`config.mk`:
```
export PLATFORM = sky130hd
export DESIGN_NAME = csr_index_configure_top
export DESIGN_NICKNAME = d
export VERILOG_FILES = /design/src/common/csr_mem_pkg.sv /design/src/common/csr_engine_pkg.sv /design/src/common/csr_stream_if.sv /design/src/hdl/csr_index_configure_top.sv /design/src/csr_index_configure/csr_config_assembler.sv /design/src/csr_index_configure/csr_response_filter.sv /design/src/hdl/csr_sync_fifo.sv
export SDC_FILE = /design/constraint.sdc
export NUM_CORES = 2
export LEC_CHECK = 0
export BUFFER_PORTS_ARGS = -buffer_cell sky130_fd_sc_hd__buf_2
export CAP_MARGIN = 10
export CORE_ASPECT_RATIO = 0.7
export CORE_MARGIN = 3
export CORE_UTILIZATION = 45
export DETAILED_ROUTE_END_ITERATION = 10
export GPL_ROUTABILITY_DRIVEN = 0
export GPL_TIMING_DRIVEN = 1
export HOLD_SLACK_MARGIN = 0.03
export PLACE_DENSITY_LB_ADDON = 0.3
export SYNTH_ARGS = -nofsm -noshare
export SYNTH_HDL_FRONTEND = slang
export SYNTH_MEMORY_MAX_BITS = 65536
export SYNTH_SLANG_ARGS = --single-unit
```
`constraint.sdc`:
```
create_clock -name ap_clk -period 8.61 [get_ports ap_clk]
set_input_delay 0.4305 -clock ap_clk [delete_from_list [all_inputs] [get_ports ap_clk]]
set_output_delay 0.4305 -clock ap_clk [all_outputs]
set_load 0.005 [all_outputs]
```
`src/common/csr_mem_pkg.sv`:
```
// Memory side definitions shared by the CSR index configuration unit.
// Response field widths, buffer kinds, commands and the kept word format.

`default_nettype none

package csr_mem_pkg;

    // --------------------
    // Widths
    // --------------------
    localparam int data_w   = 32;
    localparam int offset_w = 32;
    localparam int shift_w  = 5;
    localparam int addr_w   = 64;

    // --------------------
    // Encodings
    // --------------------
    // Kind of buffer a response word belongs to
    typedef enum logic [2:0] {
        buf_invalid      = 3'd0,
        buf_cu_setup     = 3'd1,
        buf_engine_setup = 3'd2,
        buf_in_edges     = 3'd3,
        buf_out_edges    = 3'd4,
        buf_auxiliary    = 3'd5
    } buffer_kind_e;

    typedef enum logic [1:0] {
        cmd_invalid = 2'd0,
        cmd_read    = 2'd1,
        cmd_write   = 2'd2,
        cmd_stream  = 2'd3
    } memory_cmd_e;

    // --------------------
    // Kept setup word
    // --------------------
    // Index width is the engine sequence width (4 bits)
    typedef struct packed {
        logic [3:0]        seq_index;
        logic [data_w-1:0] data;
    } seq_word_t;

endpackage : csr_mem_pkg

`default_nettype wire
```
`src/common/csr_engine_pkg.sv`:
```
// Engine side definitions for the CSR index configuration unit.
// Sequence and FIFO constants, engine opcodes and the configuration record.

`default_nettype none

package csr_engine_pkg;

    // --------------------
    // Sequence and FIFO constants
    // --------------------
    localparam int seq_count        = 10;
    localparam int seq_w            = 4;
    localparam int fifo_depth       = 16;
    localparam int fifo_prog_thresh = 8;

    // One seen bit per sequence index
    typedef logic [seq_count-1:0] seq_mask_t;

    // --------------------
    // Engine opcodes
    // --------------------
    typedef enum logic [1:0] {
        op_location_0 = 2'd0,
        op_location_1 = 2'd1,
        op_location_2 = 2'd2,
        op_location_3 = 2'd3
    } engine_operand_e;

    typedef enum logic [2:0] {
        filter_nop = 3'd0,
        filter_gt  = 3'd1,
        filter_lt  = 3'd2,
        filter_eq  = 3'd3,
        filter_ne  = 3'd4,
        filter_ge  = 3'd5,
        filter_le  = 3'd6
    } filter_op_e;

    typedef enum logic [2:0] {
        alu_nop = 3'd0,
        alu_add = 3'd1,
        alu_sub = 3'd2,
        alu_mul = 3'd3,
        alu_acc = 3'd4,
        alu_div = 3'd5
    } alu_op_e;

    // --------------------
    // Configuration record
    // --------------------
    typedef struct packed {
        logic                                increment;
        logic                                decrement;
        logic                                mode_sequence;
        logic                                mode_buffer;
        logic [csr_mem_pkg::data_w-1:0]      index_start;
        logic [csr_mem_pkg::data_w-1:0]      index_end;
        logic [csr_mem_pkg::data_w-1:0]      stride;
        logic [csr_mem_pkg::data_w-2:0]      granularity;
        logic                                shift_right;
        csr_mem_pkg::memory_cmd_e            cmd;
        csr_mem_pkg::buffer_kind_e           buffer;
        engine_operand_e                     operand;
        filter_op_e                          filter;
        alu_op_e                             alu;
        logic [csr_mem_pkg::addr_w-1:0]      array_pointer;
        logic [csr_mem_pkg::data_w-1:0]      array_size;
    } csr_index_config_t;

endpackage : csr_engine_pkg

`default_nettype wire

```
`src/common/csr_stream_if.sv`:
```
// Valid/ready stream between blocks of the configuration unit.
// Payload type is set per instance; the sink also reports almost full.

`timescale 1ns/100ps
`default_nettype none

interface csr_stream_if #(
    parameter type payload_t = logic
);

    logic     valid;
    logic     ready;
    payload_t payload;
    // Early back-pressure from the sink side
    logic     almost_full;

    modport source (
        output valid,
        output payload,
        input  ready,
        input  almost_full
    );

    modport sink (
        input  valid,
        input  payload,
        output ready,
        output almost_full
    );

endinterface : csr_stream_if

`default_nettype wire

```
`src/hdl/csr_index_configure_top.sv`:
```
// Top level of the CSR index configuration unit.
// Response stream in, configuration records out, both as valid/ready ports.

`timescale 1ns/100ps
`default_nettype none

module csr_index_configure_top (
    input  logic                              ap_clk,
    input  logic                              areset_csr_index_generator,
    input  logic                              response_valid,
    output logic                              response_ready,
    input  csr_mem_pkg::buffer_kind_e         response_buffer,
    input  logic [csr_mem_pkg::offset_w-1:0]  response_offset,
    input  logic [csr_mem_pkg::shift_w-1:0]   response_shift,
    input  logic [csr_mem_pkg::data_w-1:0]    response_data,
    output logic                              config_valid,
    input  logic                              config_ready,
    output csr_engine_pkg::csr_index_config_t config_out
);

    // --------------------
    // Streams
    // --------------------
    csr_stream_if #(.payload_t(csr_mem_pkg::seq_word_t))         response_words ();
    csr_stream_if #(.payload_t(csr_mem_pkg::seq_word_t))         word_stream ();
    csr_stream_if #(.payload_t(csr_engine_pkg::csr_index_config_t)) config_stream ();
    csr_stream_if #(.payload_t(csr_engine_pkg::csr_index_config_t)) config_fifo_out ();

    // Output port side of the config FIFO
    assign config_valid          = config_fifo_out.valid;
    assign config_out            = config_fifo_out.payload;
    assign config_fifo_out.ready = config_ready;
    // External consumer gives no early warning
    assign config_fifo_out.almost_full = 1'b0;

    // --------------------
    // Datapath
    // --------------------
    csr_response_filter u_response_filter (
        .ap_clk                     (ap_clk),
        .areset_csr_index_generator (areset_csr_index_generator),
        .response_valid             (response_valid),
        .response_buffer            (response_buffer),
        .response_offset            (response_offset),
        .response_shift             (response_shift),
        .response_data              (response_data),
        .response_ready             (response_ready),
        .words                      (response_words.source)
    );

    csr_sync_fifo #(
        .DEPTH (csr_engine_pkg::fifo_depth)
    ) u_response_fifo (
        .ap_clk                     (ap_clk),
        .areset_csr_index_generator (areset_csr_index_generator),
        .in                         (response_words.sink),
        .out                        (word_stream.source)
    );

    csr_config_assembler u_config_assembler (
        .ap_clk                     (ap_clk),
        .areset_csr_index_generator (areset_csr_index_generator),
        .words                      (word_stream.sink),
        .configs                    (config_stream.source)
    );

    csr_sync_fifo #(
        .DEPTH (csr_engine_pkg::fifo_depth)
    ) u_config_fifo (
        .ap_clk                     (ap_clk),
        .areset_csr_index_generator (areset_csr_index_generator),
        .in                         (config_stream.sink),
        .out                        (config_fifo_out.source)
    );

endmodule : csr_index_configure_top

`default_nettype wire

```
`src/csr_index_configure/csr_config_assembler.sv`:
```
// Builds a configuration record from the ten setup words of a sequence.
// Words may come in any order; the record is emitted once every index is seen.

`timescale 1ns/100ps
`default_nettype none

module csr_config_assembler (
    input  logic         ap_clk,
    input  logic         areset_csr_index_generator,
    csr_stream_if.sink   words,
    csr_stream_if.source configs
);

    csr_engine_pkg::seq_mask_t         seen;
    csr_engine_pkg::csr_index_config_t record;
    logic                              complete;
    logic                              take;
    logic [csr_mem_pkg::data_w-1:0]    data;

    // --------------------
    // Handshakes
    // --------------------
    assign complete = &seen;
    // Stall while a record waits or the config FIFO nears its threshold
    assign words.ready       = !complete && !configs.almost_full;
    assign words.almost_full = configs.almost_full;
    assign take              = words.valid && words.ready;
    assign data              = words.payload.data;

    assign configs.valid   = complete;
    assign configs.payload = record;

    // Seen mask clears when the record leaves
    always_ff @(posedge ap_clk) begin
        if (areset_csr_index_generator) begin
            seen <= '0;
        end else if (configs.valid && configs.ready) begin
            seen <= '0;
        end else if (take) begin
            seen <= seen | (csr_engine_pkg::seq_mask_t'(1) << words.payload.seq_index);
        end
    end

    // --------------------
    // Field decode
    // --------------------
    // Last word for an index wins
    always_ff @(posedge ap_clk) begin
        if (take) begin
            case (words.payload.seq_index)
                4'd0: begin
                    record.increment     <= data[0];
                    record.decrement     <= data[1];
                    record.mode_sequence <= data[2];
                    record.mode_buffer   <= data[3];
                end
                4'd1: record.index_start <= data;
                4'd2: record.index_end   <= data;
                4'd3: record.stride      <= data;
                4'd4: begin
                    record.granularity <= data[csr_mem_pkg::data_w-2:0];
                    record.shift_right <= data[csr_mem_pkg::data_w-1];
                end
                4'd5: begin
                    record.cmd    <= csr_mem_pkg::memory_cmd_e'(data[1:0]);
                    record.buffer <= csr_mem_pkg::buffer_kind_e'(data[4:2]);
                end
                4'd6: begin
                    record.operand <= csr_engine_pkg::engine_operand_e'(data[1:0]);
                    record.filter  <= csr_engine_pkg::filter_op_e'(data[4:2]);
                    record.alu     <= csr_engine_pkg::alu_op_e'(data[7:5]);
                end
                // Pointer arrives as two halves
                4'd7: record.array_pointer[csr_mem_pkg::data_w-1:0] <= data;
                4'd8: begin
                    record.array_pointer[csr_mem_pkg::addr_w-1:csr_mem_pkg::data_w] <= data;
                end
                4'd9: record.array_size <= data;
                default: begin
                    record <= record;
                end
            endcase
        end
    end

    // --------------------
    // Checks
    // --------------------
    // No word lands in a record that is on offer
    a_no_take_when_complete : assert property (
        @(posedge ap_clk) disable iff (areset_csr_index_generator)
        configs.valid |=> $stable(record));

    // Record stays put until the config FIFO accepts it
    a_record_held : assert property (
        @(posedge ap_clk) disable iff (areset_csr_index_generator)
        configs.valid && !configs.ready |=> configs.valid && $stable(configs.payload));

endmodule : csr_config_assembler

`default_nettype wire

```
`src/csr_index_configure/csr_response_filter.sv`:
```
// Input stage of the configuration unit.
// Registers each memory response and forwards only in-range setup words.

`timescale 1ns/100ps
`default_nettype none

module csr_response_filter (
    input  logic                             ap_clk,
    input  logic                             areset_csr_index_generator,
    input  logic                             response_valid,
    input  csr_mem_pkg::buffer_kind_e        response_buffer,
    input  logic [csr_mem_pkg::offset_w-1:0] response_offset,
    input  logic [csr_mem_pkg::shift_w-1:0]  response_shift,
    input  logic [csr_mem_pkg::data_w-1:0]   response_data,
    output logic                             response_ready,
    csr_stream_if.source                     words
);

    logic                             reg_valid;
    csr_mem_pkg::buffer_kind_e        reg_buffer;
    logic [csr_mem_pkg::offset_w-1:0] reg_offset;
    logic [csr_mem_pkg::shift_w-1:0]  reg_shift;
    logic [csr_mem_pkg::data_w-1:0]   reg_data;
    logic [csr_mem_pkg::offset_w-1:0] seq_full;
    logic                             setup_kind;
    logic                             keep;

    assign response_ready = words.ready;

    // --------------------
    // Filter
    // --------------------
    assign seq_full   = reg_offset >> reg_shift;
    assign setup_kind = (reg_buffer == csr_mem_pkg::buf_cu_setup) ||
                        (reg_buffer == csr_mem_pkg::buf_engine_setup);
    assign keep       = setup_kind && (seq_full < csr_engine_pkg::seq_count);

    assign words.valid   = reg_valid && keep;
    assign words.payload = '{seq_index: seq_full[csr_engine_pkg::seq_w-1:0], data: reg_data};

    // A kept word waits for the FIFO while dropped words clear
    always_ff @(posedge ap_clk) begin
        if (areset_csr_index_generator) begin
            reg_valid <= 1'b0;
        end else if (response_ready) begin
            reg_valid <= response_valid;
        end else if (!keep) begin
            reg_valid <= 1'b0;
        end
    end

    always_ff @(posedge ap_clk) begin
        if (response_valid && response_ready) begin
            reg_buffer <= response_buffer;
            reg_offset <= response_offset;
            reg_shift  <= response_shift;
            reg_data   <= response_data;
        end
    end

    // Every pushed word comes from a response whose full index is in range
    a_index_in_range : assert property (@(posedge ap_clk) disable iff (areset_csr_index_generator)
        response_valid && response_ready |=>
            !words.valid ||
            ($past(response_offset) >> $past(response_shift)) < csr_engine_pkg::seq_count);

    // A stalled word is offered again unchanged
    a_hold_on_stall : assert property (@(posedge ap_clk) disable iff (areset_csr_index_generator)
        words.valid && !words.ready |=> words.valid && $stable(words.payload));

endmodule : csr_response_filter

`default_nettype wire

```
`src/hdl/csr_sync_fifo.sv`:
```
// Synchronous first-word-fall-through FIFO on valid/ready streams.
// Raises almost_full on its input side once occupancy reaches the threshold.

`timescale 1ns/100ps
`default_nettype none

module csr_sync_fifo #(
    parameter int DEPTH = csr_engine_pkg::fifo_depth
) (
    input  logic         ap_clk,
    input  logic         areset_csr_index_generator,
    csr_stream_if.sink   in,
    csr_stream_if.source out
);

    typedef logic [$clog2(DEPTH)-1:0]   ptr_t;
    typedef logic [$clog2(DEPTH+1)-1:0] count_t;

    logic [$bits(in.payload)-1:0] mem [DEPTH];

    ptr_t   wr_ptr;
    ptr_t   rd_ptr;
    count_t count;
    logic   wr_en;
    logic   rd_en;

    // Pointer advance with wrap for any depth
    function automatic ptr_t ptr_next(input ptr_t ptr);
        return (ptr == ptr_t'(DEPTH - 1)) ? '0 : ptr + 1'b1;
    endfunction

    // --------------------
    // Flags and handshakes
    // --------------------
    assign in.ready       = (count != count_t'(DEPTH));
    assign in.almost_full = (count >= count_t'(csr_engine_pkg::fifo_prog_thresh));
    assign out.valid      = (count != '0);
    assign out.payload    = mem[rd_ptr];

    assign wr_en = in.valid && in.ready;
    assign rd_en = out.valid && out.ready;

    // Storage
    always_ff @(posedge ap_clk) begin
        if (wr_en) begin
            mem[wr_ptr] <= in.payload;
        end
    end

    // --------------------
    // Pointers and occupancy
    // --------------------
    always_ff @(posedge ap_clk) begin
        if (areset_csr_index_generator) begin
            wr_ptr <= '0;
            rd_ptr <= '0;
            count  <= '0;
        end else begin
            if (wr_en) begin
                wr_ptr <= ptr_next(wr_ptr);
            end
            if (rd_en) begin
                rd_ptr <= ptr_next(rd_ptr);
            end
            case ({wr_en, rd_en})
                2'b10:   count <= count + 1'b1;
                2'b01:   count <= count - 1'b1;
                default: count <= count;
            endcase
        end
    end

    // No write while full, judged by the pointers
    a_no_overflow : assert property (@(posedge ap_clk) disable iff (areset_csr_index_generator)
        wr_en |-> count == '0 || wr_ptr != rd_ptr);

    // No read while empty, judged by the pointers
    a_no_underflow : assert property (@(posedge ap_clk) disable iff (areset_csr_index_generator)
        rd_en |-> count == count_t'(DEPTH) || rd_ptr != wr_ptr);

endmodule : csr_sync_fifo

`default_nettype wire

```
==> flow_summary.json <==
{
  "final_cell_area_um2": 202000,
  "power.share.combinational_pct": 5.9,
  "yosys_most_used_dff": "edfxtp_1",
  "synthCells": 6972,
  "first_iter_violations": 11000,
  "synth_fa_ha_area_share_pct": 0.137,
  "worst-path-buf-inv": 2,
  "cts_root_buf": "clkbuf_16",
  "crit_arrival_ns": 7.06,
  "syn_nets": 7067,
  "slew_violations": 0,
  "drt-pass1-iter-count": 5,
  "cts_hold_buf": 75,
  "drt-vias-per-instance": 6.07,
  "cts_sinks": 4790,
  "vias": 80600,
  "dp.cells": 12400,
  "maxCapViolCount": 0,
  "drive_above_1_share_pct": 31.5,
  "clkPwrFrac_pct": 38.0,
  "overflow": 0,
  "finalCritPeriodShare_pct": 71.9,
  "cts.htree.levels": 5,
  "worst-setup-path-type": "reg -> reg",
  "seqPwrFrac_pct": 56.2,
  "cpMaxStageDelayCell": "edfxtp_1",
  "nNetsFinal": 7700,
  "switchingPower_mw": 11.3,
  "grtUsageTotal_pct": 21.1,
  "synth_cell_types": 63,
  "hpwlAfterDp_um": 218000,
  "post_cts_buffers": 0,
  "rrSetupSlack_ns": 2.42,
  "grt_pass1_wl_um": 614000,
  "clk_pin_slew_worst_paths_ns": 0.07,
  "cts_tree": "built",
  "period_minus_slack_ns": 6.19,
  "swShare_pct": 23.0,
  "post_cts_resized": 0,
  "synth-simple-area-share_pct": 0.594,
  "area_delta_synth_final_pct": 13.0,
  "nFillCells": 30100,
  "core_area_um2": 396000,
  "pwr_density_cell_nw_per_um2": 243,
  "remaining_drc_errors": 0,
  "wl_um": 431000,
  "setup_viol": 0,
  "tightest_slew_ns": 1.27,
  "critPathMaxFanout": 33,
  "r2r_cells": 17,
  "synth_top_family_by_area": "multiplexers",
  "synth_edf_count": 4745,
  "die-width_um": 760,
  "path_depth": 17,
  "intPower_mw": 37.9,
  "slew-limit-headroom_pct": 15.0,
  "outcome": "completed",
  "synth_area_per_cell_um2": 25.7,
  "crit_end": "u_response_fifo.count[4]",
  "grt_max_degree": 142,
  "r2r-start": "u_response_filter.reg_shift[1]",
  "synth-compound-area-share_pct": 0.495,
  "cp.required_ns": 9.48,
  "finClkSkew_ns": 0.153,
  "muxShareOfSynthArea_pct": 17.8,
  "end_kind": "register",
  "cp-start-kind": "register",
  "r2r-end": "u_response_fifo.count[4]",
  "fp.dieH_um": 534,
  "numCtsBuffers": 430,
  "netlist_area_um2": 179000,
  "hold_violations": 0,
  "synthArstFlopShare_pct": 0,
  "row_count": 193,
  "start_util_pct": 45.3,
  "io_pins": 319,
  "p_leak_nw": 60.4,
  "crit_chain": "buf_4 > mux4_2 > mux2_2 > nand2b_1 > or4_1 > a221oi_2 > and3_1 > inv_1 > ha_1 > xor2_1 > ha_1 > o21ai_0 > a21oi_1 > a21oi_1 > xor2_1 > or3_1 > a21oi_1",
  "yosys_warnings": 0,
  "hold_path_class": "in -> reg",
  "clk_latency_ns": 1.06,
  "postPlaceCellArea_um2": 188000,
  "antenna_left": 0,
  "crit_path_frequent_cell": "a21oi_1",
  "port_buffers": 318,
  "antenna_found_initial": 55,
  "cp-startpoint": "u_response_filter.reg_shift[1]",
  "wl_per_cell_um": 32.5,
  "synth-seq-cells": 4790,
  "setup_tns_ns": 0,
  "yosys.area_share.xor_xnor_pct": 0.0685,
  "fmax_ghz": 0.162,
  "crit_path_max_incr_delay_ns": 1.02,
  "crit_family": "simple AND/OR/NAND/NOR gates",
  "rsz0062_at_grt": "no",
  "clk_path_buf_depth": 4,
  "grt_pass1_vias": 81800,
  "die_area_um2": 406000,
  "seq_area_frac_synth_pct": 80.1,
  "irDropWorstVdd_mv": 0.194,
  "layout.cells.non_filler": 13300
}
-- placed cells by master, fill, tap and decap left out, drive strengths merged, types with 45 or more instances in the layout --
| cell | n |
|---|---|
| clkbuf | 539 |
| diode | 59 |
| mux2i | 51 |
| dfxtp | 45 |
| clkinv | 206 |
| mux4 | 1389 |
| buf | 469 |
| dlygate4sd3 | 75 |
| edfxtp | 4745 |
| nor2 | 45 |
| a21oi | 45 |
-- power by group through the flow --
stage / registers (mW) / clock network [mW] / logic (mW)
global route: 27.7 / 20.0 / 2.99
global placement: 28.0 / 0 / 2.85
floorplan: 27.7 / 0 / 1.34
CTS: 27.6 / 19.0 / 2.92
finish: 27.6 / 18.7 / 2.90
detailed placement: 28.1 / 0 / 2.88
-- synth_stat cells, types with 21 or more instances --
cell | count | area, um2
edfxtp_1 | 4745 | 142000
mux4_2 | 1389 | 31300
clkbuf_1 | 207 | 777
buf_1 | 107 | 402
mux2i_1 | 50 | 500
a21oi_1 | 45 | 225
dfxtp_1 | 45 | 901
nor2_1 | 45 | 169
nand2_1 | 32 | 120
nor2b_1 | 28 | 175
buf_2 | 25 | 125
a211oi_1 | 21 | 158
-- layout make-up --
class	instances	area (um2)	share of cell area (%)
clock inverter	247	2470	1.22
multi-input combinational	1818	34400	17.0
sequential	4790	143000	70.9
antenna	59	148	0.0730
inverter	21	80.1	0.0396
timing repair buffer	544	4030	1.99
tap	5265	6590	3.26
clock buffer	539	11300	5.57
-- registers in the layout, summed over array words and instances, names as in the netlist, named ones only --
signal	flops
u_config_fifo.mem	3856
u_response_fifo.mem	576
u_config_assembler.configs.payload	241
u_response_filter.reg_data	32
u_response_filter.reg_offset	32
u_config_assembler.seen	10
u_config_fifo.count	5
u_response_fifo.count	5
u_response_filter.reg_shift	5
u_config_fifo.rd_ptr	4
u_config_fifo.wr_ptr	4
u_response_fifo.rd_ptr	4
u_response_fifo.wr_ptr	4
u_response_filter.reg_buffer	3
u_response_filter.reg_valid	1
-- worst register-to-register path, stage by stage (launching register included) --
cell and delay [ns]:
edfxtp_1 1.02, buf_4 0.53, mux4_2 0.59, mux2_2 0.29, nand2b_1 0.16, or4_1 0.56, a221oi_2 0.42, and3_1 0.54
inv_1 0.15, ha_1 0.34, xor2_1 0.19, ha_1 0.24, o21ai_0 0.19, a21oi_1 0.12, a21oi_1 0.21, xor2_1 0.11
or3_1 0.31, a21oi_1 0.14
-- per-stage QoR --
step / hold slack [ns] / total power [mW] / worst slack [ns] / utilization (%)
detailed placement: 0.457 / 31.0 / 2.57 / 47.5
global placement: 0.446 / 30.9 / 2.66 / 47.5
finish: 0.158 / 49.2 / 2.42 / 51.2
floorplan: 0.440 / 29.0 / 0.973 / -
CTS: 0.0802 / 49.6 / 2.50 / 51.1
global route: 0.117 / 50.7 / 2.07 / 51.1
-- per-layer routing --
layer / GRT usage, % / vias up / share of wire [%]
met4: 4.30 / 0 / 1.7
met1: 32.2 / 44100 / 41
met2: 32.6 / 4246 / 47
met3: 3.50 / 492 / 10
li1: - / 31800 / -
met5: 0 / - / 0
-- worst min path at each step --
| stage | from | endpoint | slack [ns] | depth (start not counted) |
|---|---|---|---|---|
| CTS | response_offset[7] | u_response_filter.reg_offset[7] | 0.08 | 2 |
| detailed placement | u_config_assembler.seen[7] | u_config_assembler.seen[7] | 0.46 | 1 |
| finish | response_offset[7] | u_response_filter.reg_offset[7] | 0.16 | 2 |
| floorplan | u_config_assembler.seen[3] | u_config_assembler.seen[3] | 0.44 | 1 |
| global route | response_data[27] | u_response_filter.reg_data[27] | 0.12 | 2 |
| global placement | u_config_assembler.seen[9] | u_config_assembler.seen[9] | 0.45 | 1 |
-- kinds of logic after synthesis --
kind of cell | Yosys count
buffers and inverters | 364
xor gates and xnor gates | 14
muxes | 1451
AOI/OAI and AO/OA | 133
and+or+nand+nor | 201
DFF | 4790
adders and majority gates | 19
Note: power is estimated with default switching activity, not from simulation.
